**src/rtl/codecPkg.sv**
```systemverilog
// codec package with the FSM state and opcode enums and the output word geometry
`default_nettype none

package codecPkg;

    localparam int WordBits      = 32;  // bits per packed output word
    localparam int ByteCountBits = 3;   // width of validOutputBytes

    // processing FSM of the interval coder
    typedef enum logic [3:0] {
        Idle,
        Narrow,
        DivHigh,
        DivLow,
        Rescale,
        EmitPending,
        AwaitSymbol,
        ModelWait,
        Terminate,
        Flush
    } coderState_e;

    typedef enum logic [1:0] {
        ModelNop,
        ModelInit,
        ModelUpdate
    } modelOp_e;

    typedef enum logic [1:0] {
        Ready,
        Request,
        Release
    } intakeState_e;

    typedef enum logic [1:0] {
        Filling,
        Hold,
        Releasing
    } packState_e;

endpackage

`default_nettype wire

```
**src/rtl/bitPacker.sv**
```systemverilog
// bit packer that collects coded bits into 32-bit words and holds each until it is read
`default_nettype none

module bitPacker
    import codecPkg::*;
(
    input  logic                     clk,
    input  logic                     rstn,
    input  logic                     bitValid,
    input  logic                     bitValue,
    input  logic                     flush,
    input  logic                     readSuccess,
    output logic                     packStall,
    output logic                     resultReady,
    output logic [WordBits-1:0]      out,
    output logic [ByteCountBits-1:0] validOutputBytes
);
    localparam int IdxBits = $clog2(WordBits);

    packState_e         state;
    logic [IdxBits-1:0] bitIdx;   // next free bit of out
    logic [IdxBits:0]   roundUp;

    assign roundUp     = bitIdx + 3'd7;  // partial bytes count as whole
    assign packStall   = (state != Filling);
    assign resultReady = (state == Hold);

    always_ff @(posedge clk) begin
        if (!rstn) begin
            state            <= Filling;
            bitIdx           <= '0;
            out              <= '0;
            validOutputBytes <= '0;
        end else begin
            case (state)
                Filling: begin
                    if (bitValid) begin
                        out[bitIdx] <= bitValue;
                        bitIdx      <= bitIdx + 1'b1;
                        if (bitIdx == IdxBits'(WordBits - 1)) begin
                            validOutputBytes <= ByteCountBits'(WordBits / 8);
                            state            <= Hold;
                        end
                    end else if (flush && bitIdx != '0) begin
                        validOutputBytes <= ByteCountBits'(roundUp >> 3);
                        state            <= Hold;
                    end
                end
                Hold: begin
                    if (readSuccess) begin
                        out    <= '0;
                        bitIdx <= '0;
                        state  <= Releasing;
                    end
                end
                Releasing: state <= readSuccess ? Releasing : Filling;
                default:   state <= Filling;
            endcase
        end
    end

    // a bit or flush offered while a word is held would be lost
    assert property (@(posedge clk) disable iff (!rstn)
        (bitValid || flush) |-> !packStall);

endmodule

`default_nettype wire

```
**config.mk**
```make
export PLATFORM = sky130hd
export DESIGN_NAME = bitPacker
export DESIGN_NICKNAME = d
export VERILOG_FILES = /design/src/rtl/codecPkg.sv /design/src/rtl/bitPacker.sv
export SDC_FILE = /design/constraint.sdc
export NUM_CORES = 1
export LEC_CHECK = 0
export ABC_AREA = 1
export ABC_CLOCK_PERIOD_IN_PS = 1800
export BUFFER_PORTS_ARGS = -buffer_cell sky130_fd_sc_hd__buf_4
export CORE_MARGIN = 5
export CORE_UTILIZATION = 55
export DETAILED_ROUTE_END_ITERATION = 16
export PLACE_DENSITY = 0.9
export SYNTH_ARGS = -nofsm -noshare
export SYNTH_HDL_FRONTEND = slang
export SYNTH_SLANG_ARGS = --single-unit
```
**constraint.sdc**
```tcl
create_clock -name clk -period 1.8 [get_ports clk]
set_input_delay 0.18 -clock clk [delete_from_list [all_inputs] [get_ports clk]]
set_output_delay 0.18 -clock clk [all_outputs]
set_load 0.01 [all_outputs]
```
* Word level (Yosys, flattened, before mapping)
Cells that the tools add are included.
** Word-level totals
- Flip-flop bits (word level) :: 42
- Input port bits :: 6
- Output and inout port bits :: 37
- Logic and storage cells :: 44
** Operators by class
- Add/subtract/negate cells :: 2
- Order comparisons :: 2
- Eq/ne operators :: 8
- Muxes and demuxes :: 18
- Reduce and logical (&&, ||, !) cells :: 10
** Operator list (number)
- $mux 32 :: 2
- $pmux 32 s2 :: 1
- $bwmux 32 :: 1
- $mux 2 :: 5
- $mux 5 :: 2
- $pmux 5 s2 :: 1
- $mux 3 :: 3
- $reduce_and 3->1 :: 3
- $add 5x3->6 const B :: 1
- $lt 5x6->1 const B :: 1
- $ne 3x3->1 const B :: 2
- $pmux 2 s3 :: 1
- $reduce_bool 2->1 :: 3
- $add 5x1->5 const B :: 1
- $demux 1 s5 :: 1
- $eq 5x5->1 const B :: 1
- $ge 5x1->1 const B :: 1
- $reduce_bool 5->1 :: 1
- $ne 2x2->1 const B :: 2
- $eq 2x1->1 const B :: 1
- $eq 2x2->1 const B :: 1
- $logic_and 1x1->1 :: 2
- $logic_not 2->1 :: 1
- $ne 2x1->1 const B :: 1
- $mux 1 :: 1

* Depth between registers and ports, before layout
Gate-level depths: netlist (run 1).
- Depth after elaboration :: 7
- Mapped depth :: 10
- Mapped depth without buffers :: 9

* Worst setup path after synthesis (run 1)
Ideal clock, no wire load.
- Path type :: register to register
- Start :: register bitIdx[0]
- End :: register state[0]
- Setup time :: 0.115 ns
- Data arrival time :: 1.364 ns
- Data required time :: 1.685 ns
- Slack :: 0.320 ns
- Stages on the path, launching flop included :: 9
- Path buffers :: 1
- Period minus slack after synthesis :: 1.480 ns
- Cells stage by stage :: dfxtp_1 > inv_1 > ha_1 > clkbuf_1 > nand3_1 > nand2_1 > nand2_1 > o21ai_0 > inv_1
** Between the ends
- Word-level cells in the longest chain between the ends :: 4
- Elaborated cells on any way between the ends :: 6
** Ends and longest elaborated chain
- start: declaration :: RTL line bitPacker.sv:21 : logic [IdxBits-1:0] bitIdx;
- start signal: assignment :: RTL line bitPacker.sv:39 : bitIdx <= bitIdx + 1'b1;
- $reduce_bool 5->1 :: RTL line bitPacker.sv:44 : end else if (flush && bitIdx != '0) begin
- $logic_and 1x1->1 :: RTL line bitPacker.sv:44
- $ne 3x3->1 (no line)
- $reduce_and 3->1 (no line) (*)
- end signal: assignment :: RTL line bitPacker.sv:42 : state <= Hold;
- end signal: assignment :: RTL line bitPacker.sv:46 : state <= Hold;
- end signal: assignment :: RTL line bitPacker.sv:53 : state <= Releasing;
- end: declaration :: RTL line bitPacker.sv:20 : packState_e state;
Every way passes the cells marked *; elsewhere a longest branch is shown, timed or not.
A chain may end at the register's enable or synchronous reset.

* Worst setup path in the final report (run 1)
- Start :: register state[0]
- End :: register out[16]
** Between the ends
- Word-level cells in the longest chain between the ends :: 3
- Elaborated cells on any way between the ends :: 7
** Ends and longest elaborated chain
- start signal: assignment :: RTL line bitPacker.sv:30 : state <= Filling;
- start signal: assignment :: RTL line bitPacker.sv:42
- start signal: assignment :: RTL line bitPacker.sv:46
- $eq 2x1->1 / $logic_not 2->1 (equally long branches) :: RTL line bitPacker.sv:35 : case (state)
- $ne 2x2->1 (no line) / $reduce_bool 2->1 (equally long branches)
- $reduce_and 3->1 (no line)
- end signal: indexed assignment :: RTL line bitPacker.sv:38 : out[bitIdx] <= bitValue;
- end: declaration :: RTL line bitPacker.sv:15 : output logic [WordBits-1:0] out,
Parallel ways exist; a longest one is shown, timed or not.

==> results.cfg, run 1 <==
[power]
p_sw_uw = 542.3
total_power_mw = 2.122
power_density_nw_per_um2 = 793.8
leakagePower_nw = 1.369
switching_share_pct = 25.56
power_frac_clock_pct = 43.4
power_frac_seq_pct = 45.2
p_int_mw = 1.579
power_frac_comb_pct = 11.5
irDropWorstVdd_mv = 0.5017

[yosys]
synth_cells = 351
muxShareOfSynthArea_pct = 0
synth_top_cell_by_area = dfxtp_1
synth_top_family_by_area = simple AND/OR/NAND/NOR gates
avgSynthCellArea_um2 = 6.256
yosys_warnings = 0
synth-seq-cells = 42
ys_seq_area_share_pct = 38.29
synth_xor_area_share_pct = 0
yosys.area_share.simple_pct = 42.68
synth_fp_nets = 363
synthAdderAreaFrac_pct = 3.419
synth_compound_area_share_pct = 3.761
netlist.area_leader.share_pct = 38.29
synthTopCellsByArea = dfxtp_1 (38%), nand2_1 (17%), nor2_1 (14%)
ys_types = 19
syn-cell-area_um2 = 2196

[timing]
tightest_slew_ns = 0.3404
max-slew-margin-rel_pct = 77.22
fin_worst_skew_ns = 0.006410
rsz0062_at_grt = no
timing.setup.tns_ns = 0
fmax_mhz = 663.1
report.final.setup_viol = 0
drv_slew = 0
post-route-period-util_pct = 83.78
final_hold_viol_count = 0
period_minus_slack_ns = 1.508

[floorplanning]
core_area_um2 = 3943
ios = 43
fp.dieW_um = 73.19
die_h_um = 73.19
start_util_pct = 55.70
fp-row-count = 23
die-area_um2 = 5356

[setup_path]
cp-start-kind = flop
cp-end-kind = flop
r2r_cells = 8
timing.reg2reg.setup_slack_ns = 0.29
cp_max_fo = 22
r2r_start = state[0]$_SDFFE_PN0P_
worst_r2r_endpoint = out[16]$_SDFFE_PN0P_
worstPathRequired_ns = 2.04
arrival_ns = 1.75
crit_type = flop to flop

[route]
dr.pass1.iters = 5
via_count = 2254
drtIter0Drc = 126
drt-vias-per-instance = 5.065
wl_per_cell_um = 12.73
wirelength_mm = 5.664
drc_errors = 0
final_antenna_net_count = 0

[min_path]
hp-class = input pin to flop
hold_path_depth = 3
holdPathEnd = state[1]$_SDFFE_PN0P_
worstHoldStart = readSuccess

[cells_and_area]
diodes = 0
final_common_cell = nand2_1
final_layout_size_suffix_gt1_share_pct = 15.70
final_cell_mix = nand2_1 (101), nor2_1 (82), buf_4 (48)
syn2layout_area_growth_pct = 21.71
nNetsFinal = 406

[global_route]
grt_max_degree = 31
grt_util_all_layers_pct = 23.11
gr-total-overflow = 0
grt_pass1_wl_mm = 9.722
grt_pass1_vias = 2113
antenna_found_initial = 0

[cts]
post_cts_resized = 0
postCtsSetupBuffers = 0
clkLatencyLatePin_ns = 0.31
h-tree-depth = 2
cts_tree = yes
cts_buffer_depth = 2
clock_sinks = 42
clk_pin_slew_worst_paths_ns = 0.09
cts_root_buf = clkbuf_8
cts_hold_buf = 0
numCtsBuffers = 5

[run]
maxCapViolations = 0

[outcome]
status = completed

[placed_design]
port_buffers = 42
place.gp.congestion = 0.9643
dp_hpwl_mm = 3.995
worst max-delay path: stages (launching register included):
cell and delay, ns:
dfxtp_1 0.36, inv_1 0.10, nand3_2 0.13, nand2_4 0.23
buf_4 0.29, nand3_1 0.11, nand2_1 0.08, nand2_1 0.04
nor2_1 0.09
routing by layer:
metal	vias to the layer above	wire (µm)	track usage (%)
met5	-	0	0
met4	0	100	11.07
met3	11	436	5.785
met2	88	2672	36.64
met1	1003	2455	29.17
li1	1152	-	-
area by class of cell:
| cell class | count | area, µm² |
|---|---|---|
| Fill cell | 355 | 1270 |
| Multi-Input combinational cell | 250 | 1095 |
| Sequential cell | 42 | 840.8 |
| Timing Repair Buffer | 48 | 360.3 |
| Inverter | 47 | 176.4 |
| Clock buffer | 5 | 68.82 |
| Clock inverter | 3 | 68.82 |
| Tap cell | 50 | 62.56 |
sequential cells by signal (all words and copies together) (netlist names):
signal	count
bitIdx	5
state	2
validOutputBytes	3
out	32
synth_stat cells:
cell      count
clkbuf_1      3
inv_2         2
nand2_2       1
inv_1        45
nand2_1     101
buf_4         1
ha_1          6
nor2_1       82
dfxtp_1      42
buf_2         4
nand3_2       2
nor3_1        1
nand3_1      40
a21oi_1       9
o21ai_0       3
a22oi_1       3
nand3b_1      1
buf_6         4
nand2_4       1
power by group through the flow:
stage                     clock network (mW)  logic [mW]  registers, mW
final                                  0.920       0.243          0.958
after floorplan                            0       0.161          0.982
after detailed placement                   0       0.237          0.980
after CTS                              0.923       0.241          0.958
after global routing                   0.963       0.272          0.961
after global placement                     0       0.235          0.979
stage by stage:
step           instance area (µm²)  cells  utilization, %  hold slack (ns)  setup slack [ns]
6_report                      2673    445           67.79           0.1449            0.2920
5_1_grt                       2673    445           67.79           0.1625            0.1449
4_1_cts                       2673    445           67.79           0.1479            0.3220
3_5_place_dp                  2535    437           64.30           0.4467            0.3195
3_3_place_gp                  2535    437           64.30           0.4416            0.3551
2_1_floorplan                 2196    351               -           0.3245            0.3203
how the worst max path moves through the flow:
stage / start / end / slack, ns / cells past startpoint
after global routing: state[0]$_SDFFE_PN0P_ / out[29]$_SDFFE_PN0P_ / 0.14 / 8
after global placement: bitIdx[0]$_SDFFE_PN0P_ / out[0]$_SDFFE_PN0P_ / 0.36 / 6
final: state[0]$_SDFFE_PN0P_ / out[16]$_SDFFE_PN0P_ / 0.29 / 8
after CTS: state[0]$_SDFFE_PN0P_ / out[23]$_SDFFE_PN0P_ / 0.32 / 8
after detailed placement: bitIdx[0]$_SDFFE_PN0P_ / out[0]$_SDFFE_PN0P_ / 0.32 / 6
after floorplan: bitIdx[0]$_SDFFE_PN0P_ / state[0]$_SDFFE_PN0P_ / 0.32 / 8
cell families (layout without fill, tap and decap cells):
family | after synthesis | count (layout)
flops | 42 | 42
buf+inv | 59 | 103
compound gates | 15 | 15
simple gates | 229 | 229
fa+ha+maj | 6 | 6
Power figures use the tool's default switching activity.
==> inputs of run 2 (changes only) <==
ABC_AREA = 0   (was 1)
ABC_CLOCK_PERIOD_IN_PS = 1430   (was 1800)
CORE_UTILIZATION = 53   (was 55)
PLACE_DENSITY = 0.88   (was 0.9)
clock period = 1.43 ns   (was 1.8 ns; I/O delays follow)
==> run 2 against run 1 <==
Compared with the run above: the flow now finishes with violations (setup timing); combinational power up 43%; clock skew about the same; synthesized area down 12%; die area down 7.2%; design area up 4.0%; highest routed layer unchanged.
==> results.cfg, run 2 <==
[global_route]
antenna_found_initial = 0
gr-total-overflow = 0
grt_pass1_vias = 1582
grt_util_all_layers_pct = 19.10
grt_pass1_wl_mm = 7.638
grt_max_degree = 29

[yosys]
synth-seq-cells = 42
syn-cell-area_um2 = 1939
yosys_warnings = 0
synth-async-reset-ratio_pct = 0
synthTopCellsByArea = dfxtp_1 (43%), o211ai_1 (7.7%), o31ai_1 (7.7%)
avgSynthCellArea_um2 = 9.414
yosys-top-cells-count = dfxtp_1 (42), nand2_1 (35), o211ai_1 (20), o31ai_1 (20), mux2i_1 (14)
synth_ff_type = dfxtp_1
synth_edf_count = 0
netlist.area_leader.share_pct = 43.35
synth_fp_nets = 218
ys_types = 39
synth_cells = 206
synth_top_cell_by_area = dfxtp_1
ys_seq_area_share_pct = 43.35
yosysMostFrequentCell = dfxtp_1

[cells_and_area]
nNetsFinal = 289
final_common_cell = buf_4
largest_reg_flops = 32
final_cell_mix = buf_4 (66), dfxtp_1 (36), nand2_1 (30)
syn2layout_area_growth_pct = 43.29
top_regs = out x32, bitIdx x5, validOutputBytes x3
final_layout_size_suffix_gt1_share_pct = 42.45
regMostFlops = out
diodes = 0

[timing]
fin_worst_skew_ns = 0.006081
fmax_mhz = 676.8
max-slew-margin-rel_pct = 76.24
tightest_slew_ns = 0.3554
report.final.setup_viol = 5
final_hold_viol_count = 0
whs_ns = 0.1117
period_minus_slack_ns = 1.477
post-route-period-util_pct = 103.3
drv_slew = 0
fin_ws_ns = -0.04744
timing.setup.tns_ns = -0.1203
rsz0062_at_grt = yes

[setup_path]
cp-end-kind = flop
worst_r2r_endpoint = validOutputBytes[2]$_SDFFE_PN0P_
worstPathRequired_ns = 1.66
timing.reg2reg.setup_slack_ns = -0.05
cp-start-kind = flop
cp-endpoint = validOutputBytes[2]$_SDFFE_PN0P_
crit_type = flop to flop
critPathLaunch = bitIdx[0]$_SDFFE_PN0P_
arrival_ns = 1.70
r2r_start = bitIdx[0]$_SDFFE_PN0P_
cp_max_fo = 6
r2r_cells = 5

[floorplanning]
fp.dieW_um = 70.49
die-area_um2 = 4969
start_util_pct = 53.78
ios = 43
die_h_um = 70.49
core_area_um2 = 3606
fp-row-count = 22

[power]
irDropWorstVdd_mv = 0.5235
total_power_mw = 2.333
power_density_nw_per_um2 = 839.7
leakagePower_nw = 1.225

[cts]
cts_root_buf = clkbuf_8
cts_hold_buf = 0
h-tree-depth = 2
cts_buffer_depth = 2
clkLatencyLatePin_ns = 0.29
cts_tree = yes
clk_pin_slew_worst_paths_ns = 0.08
clock_sinks = 42
numCtsBuffers = 5

[placed_design]
dp_hpwl_mm = 3.384
port_buffers = 42
place.gp.congestion = 0.8103
pre_cts_slack_ns = -0.07955

[route]
wirelength_mm = 5.602
drc_errors = 0
final_antenna_net_count = 0
via_count = 1876
drtIter0Drc = 138
wl_per_cell_um = 17.18
drt-vias-per-instance = 5.755
dr.pass1.iters = 5

[outcome]
status = finished, violations left
violations = setup timing

[min_path]
hp-class = input pin to flop

[run]
maxCapViolations = 0
[run 2: cell types whose count changed after synthesis, sizes merged, moves of 14 or more]
cell	change
o31ai	+20
inv	-42
mux2i	+14
nand2	-67
o211ai	+20
nand3	-39
nor2	-78
[run 2: logic make-up (layout without fill, tap and decap cells)]
logic type	Yosys count	after routing	share of synthesized area, %
and+or+nand+nor	72	75	18.97
AOI/OAI and AO/OA	52	52	20.90
DFF	42	42	43.36
buffers and inverters	16	85	3.742
muxes	15	15	7.806
adders and majority gates	6	6	3.871
xor gates and xnor gates	3	3	1.355
[run 2: cell type report]
| cell class | instances | area [µm²] |
|---|---|---|
| multi-input cells | 151 | 1161 |
| flip-flops and latches | 42 | 853.3 |
| fillers | 244 | 827.0 |
| repair buffers | 72 | 589.3 |
| clock buffers | 7 | 86.33 |
| well taps | 48 | 60.06 |
| inverters | 5 | 23.77 |
| clock inverters | 1 | 5.005 |
[run 2: stage by stage]
step	instance area (µm²)	util [%]	instances
detailed placement	2432	67.45	306
floorplan	1942	-	206
global placement	2432	67.45	306
global route	2779	77.06	326
finish	2779	77.06	326
CTS	2600	72.10	317
[run 2: worst min-delay path by stage]
| stage | to | cells after the start | slack [ns] | from |
|---|---|---|---|---|
| floorplan | state[1]$_SDFFE_PN0P_ | 2 | 0.26 | readSuccess |
| global placement | state[1]$_SDFFE_PN0P_ | 3 | 0.41 | readSuccess |
| detailed placement | state[1]$_SDFFE_PN0P_ | 3 | 0.41 | readSuccess |
| CTS | state[1]$_SDFFE_PN0P_ | 3 | 0.11 | readSuccess |
| global route | state[1]$_SDFFE_PN0P_ | 3 | 0.11 | readSuccess |
| finish | state[1]$_SDFFE_PN0P_ | 3 | 0.11 | readSuccess |
[run 2: routing by layer]
metal | share of wire [%] | track usage, % | up-vias
met5 | 0 | 0 | -
met4 | 2.6 | 5.745 | 0
met3 | 4.5 | 4.604 | 14
met2 | 51 | 33.58 | 58
met1 | 42 | 22.76 | 917
li1 | - | - | 887
[run 2: worst max-delay path, cell delays in order, from the launching register on]
cell	delay [ns]
dfxtp_4	0.39
inv_4	0.05
ha_2	0.19
a2111o_1	0.43
nand2_2	0.14
mux2i_1	0.20
[run 2: timing repair]
item | 4_1_cts | 5_1_grt
buffers inserted | 3 | 6
resized for setup | 13 | 33
pin swaps | 5 | 10
endpoints found under the hold margin | 0 | 0
cloned | 0 | 3
setup endpoints to repair | 22 | 31
[run 2: power breakdown]
part	switching [mW]	total, mW	internal, mW
clock	0.394	0.783	0.389
combinational	0.194	0.347	0.153
sequential	0.0194	1.20	1.18
total	0.608	2.33	1.73
==> inputs of run 3 (changes only) <==
CORE_ASPECT_RATIO = 0.9   (was default)
==> run 3 against run 2 <==
Compared with the run above: sequential share of layout area up 1.9 points; via count is 8.0% lower; largest cell class unchanged; flip-flop and latch count did not move; the run now ends clean.
==> results.cfg, run 3 (synthesis gave the netlist of run 2 again) <==
[cells_and_area]
nNetsFinal = 279
diodes = 0
final_common_cell = buf_4
final_layout_size_suffix_gt1_share_pct = 36.57
nFillCells = 232
final_cell_mix = buf_4 (63), dfxtp_1 (36), nand2_1 (31)
final_core_util_pct = 75.69
top_regs = out x32, bitIdx x5, validOutputBytes x3
instances_no_fill = 312
syn2layout_area_growth_pct = 34.77
largest_reg_flops = 32
regMostFlops = out

[floorplanning]
start_util_pct = 56.16
die-area_um2 = 4971
ios = 43
core_area_um2 = 3453
die_h_um = 67.39
fp-row-count = 20
fp.dieW_um = 73.77

[route]
wirelength_mm = 4.581
drc_errors = 0
via_count = 1725
wl_per_cell_um = 14.68
final_antenna_net_count = 0
dr.pass1.iters = 4
drt-vias-per-instance = 5.529
drtIter0Drc = 123

[timing]
post-route-period-util_pct = 97.02
final_hold_viol_count = 0
report.final.setup_viol = 0
tightest_slew_ns = 0.3317
timing.setup.tns_ns = 0
period_minus_slack_ns = 1.387
max-slew-margin-rel_pct = 77.71
fin_worst_skew_ns = 0.005632
fmax_mhz = 720.8
whs_ns = 0.09794
rsz0062_at_grt = yes
drv_slew = 0
fin_ws_ns = 0.04262

[outcome]
status = completed

[setup_path]
worstPathRequired_ns = 1.63
crit_type = flop to flop
cp_top_family = compound AO/OA/AOI/OAI gates
crit_path_cell_trace = inv_4 -> ha_4 -> a2111o_1 -> o32ai_1
cp-end-kind = flop
arrival_ns = 1.59
cp-start-kind = flop
max_stage_delay_ns = 0.43
cp_max_fo = 4
cp.buffers_inverters = 1
cp_slowest_cell = a2111o_1

[cts]
clock_sinks = 42
cts_tree = yes
h-tree-depth = 2
cts_buffer_depth = 2
numCtsBuffers = 5
cts_root_buf = clkbuf_8
clkLatencyLatePin_ns = 0.30
clk_pin_slew_worst_paths_ns = 0.07
cts_hold_buf = 0

[placed_design]
pre_cts_slack_ns = -0.08835
dp_hpwl_mm = 3.112
port_buffers = 42
place.gp.congestion = 0.8874
dp_cells = 300

[power]
irDropWorstVdd_mv = 0.5689
power_density_nw_per_um2 = 857.8
leakagePower_nw = 1.151

[global_route]
gr-total-overflow = 0
grt_max_degree = 29
antenna_found_initial = 0
grt_pass1_vias = 1539
grt_util_all_layers_pct = 19.31
grt_pass1_wl_mm = 7.272

[run]
maxCapViolations = 0

[min_path]
hp-class = input pin to flop
-- run 3: changes by cell type in the layout (fill, tap and decap cells not counted), moves of 2 or more --
cell,delta
and2b_2,-2
or2_1,+2
o31ai_2,-3
nand2_2,-3
and2b_1,+2
o31ai_1,+4
buf_12,-2
or2_4,-2
buf_4,-3
buf_6,-2
-- run 3: worst paths after layout --
kind / startpoint / to / slack (ns) / cells past startpoint
setup / recovery: bitIdx[0]$_SDFFE_PN0P_ / validOutputBytes[1]$_SDFFE_PN0P_ / 0.04 / 4
hold / removal: readSuccess / state[1]$_SDFFE_PN0P_ / 0.1 / 3
setup reg to reg: bitIdx[0]$_SDFFE_PN0P_ / validOutputBytes[1]$_SDFFE_PN0P_ / 0.04 / 4
hold reg to reg: out[17]$_SDFFE_PN0P_ / out[17]$_SDFFE_PN0P_ / 0.47 / 2
-- run 3: power breakdown --
group,switching [mW],internal [mW],leakage (nW)
Clock,0.410,0.344,0.0452
Sequential,0.0153,1.18,0.342
Combinational,0.164,0.125,0.764
Total,0.589,1.65,1.15
-- run 3: metrics by stage --
| step | power (mW) | cell area (µm²) |
|---|---|---|
| floorplan | 1.379 | 1942 |
| global placement | 1.468 | 2412 |
| detailed placement | 1.472 | 2412 |
| CTS | 2.226 | 2531 |
| global route | 2.344 | 2614 |
| finish | 2.242 | 2614 |
-- run 3: what timing repair did --
item / CTS / global route
gates resized for setup: 5 / 23
setup endpoints to repair: 24 / 42
pin swaps: 1 / 7
buffers inserted: 2 / 2
-- run 3: cell type report --
type,instances,area [µm²],area share (%)
inverter,5,21.27,0.8138
timing repair buffer,65,504.2,19.29
tap,44,55.05,2.106
clock inverter,2,13.76,0.5266
multi-input combinational,148,1094,41.84
sequential,42,853.3,32.65
clock buffer,6,72.57,2.776
-- run 3: per-layer routing --
metal  track usage [%]  part of all wire (%)
met5                 0                     0
met4             7.240                   1.2
met3             6.101                   7.2
met2             30.09                    47
met1             24.98                    44
-- run 3: tightest hold or removal path, cell delays in order --
cell	delay, ns
buf_4	0.13
nand2_1	0.05
a21oi_1	0.03
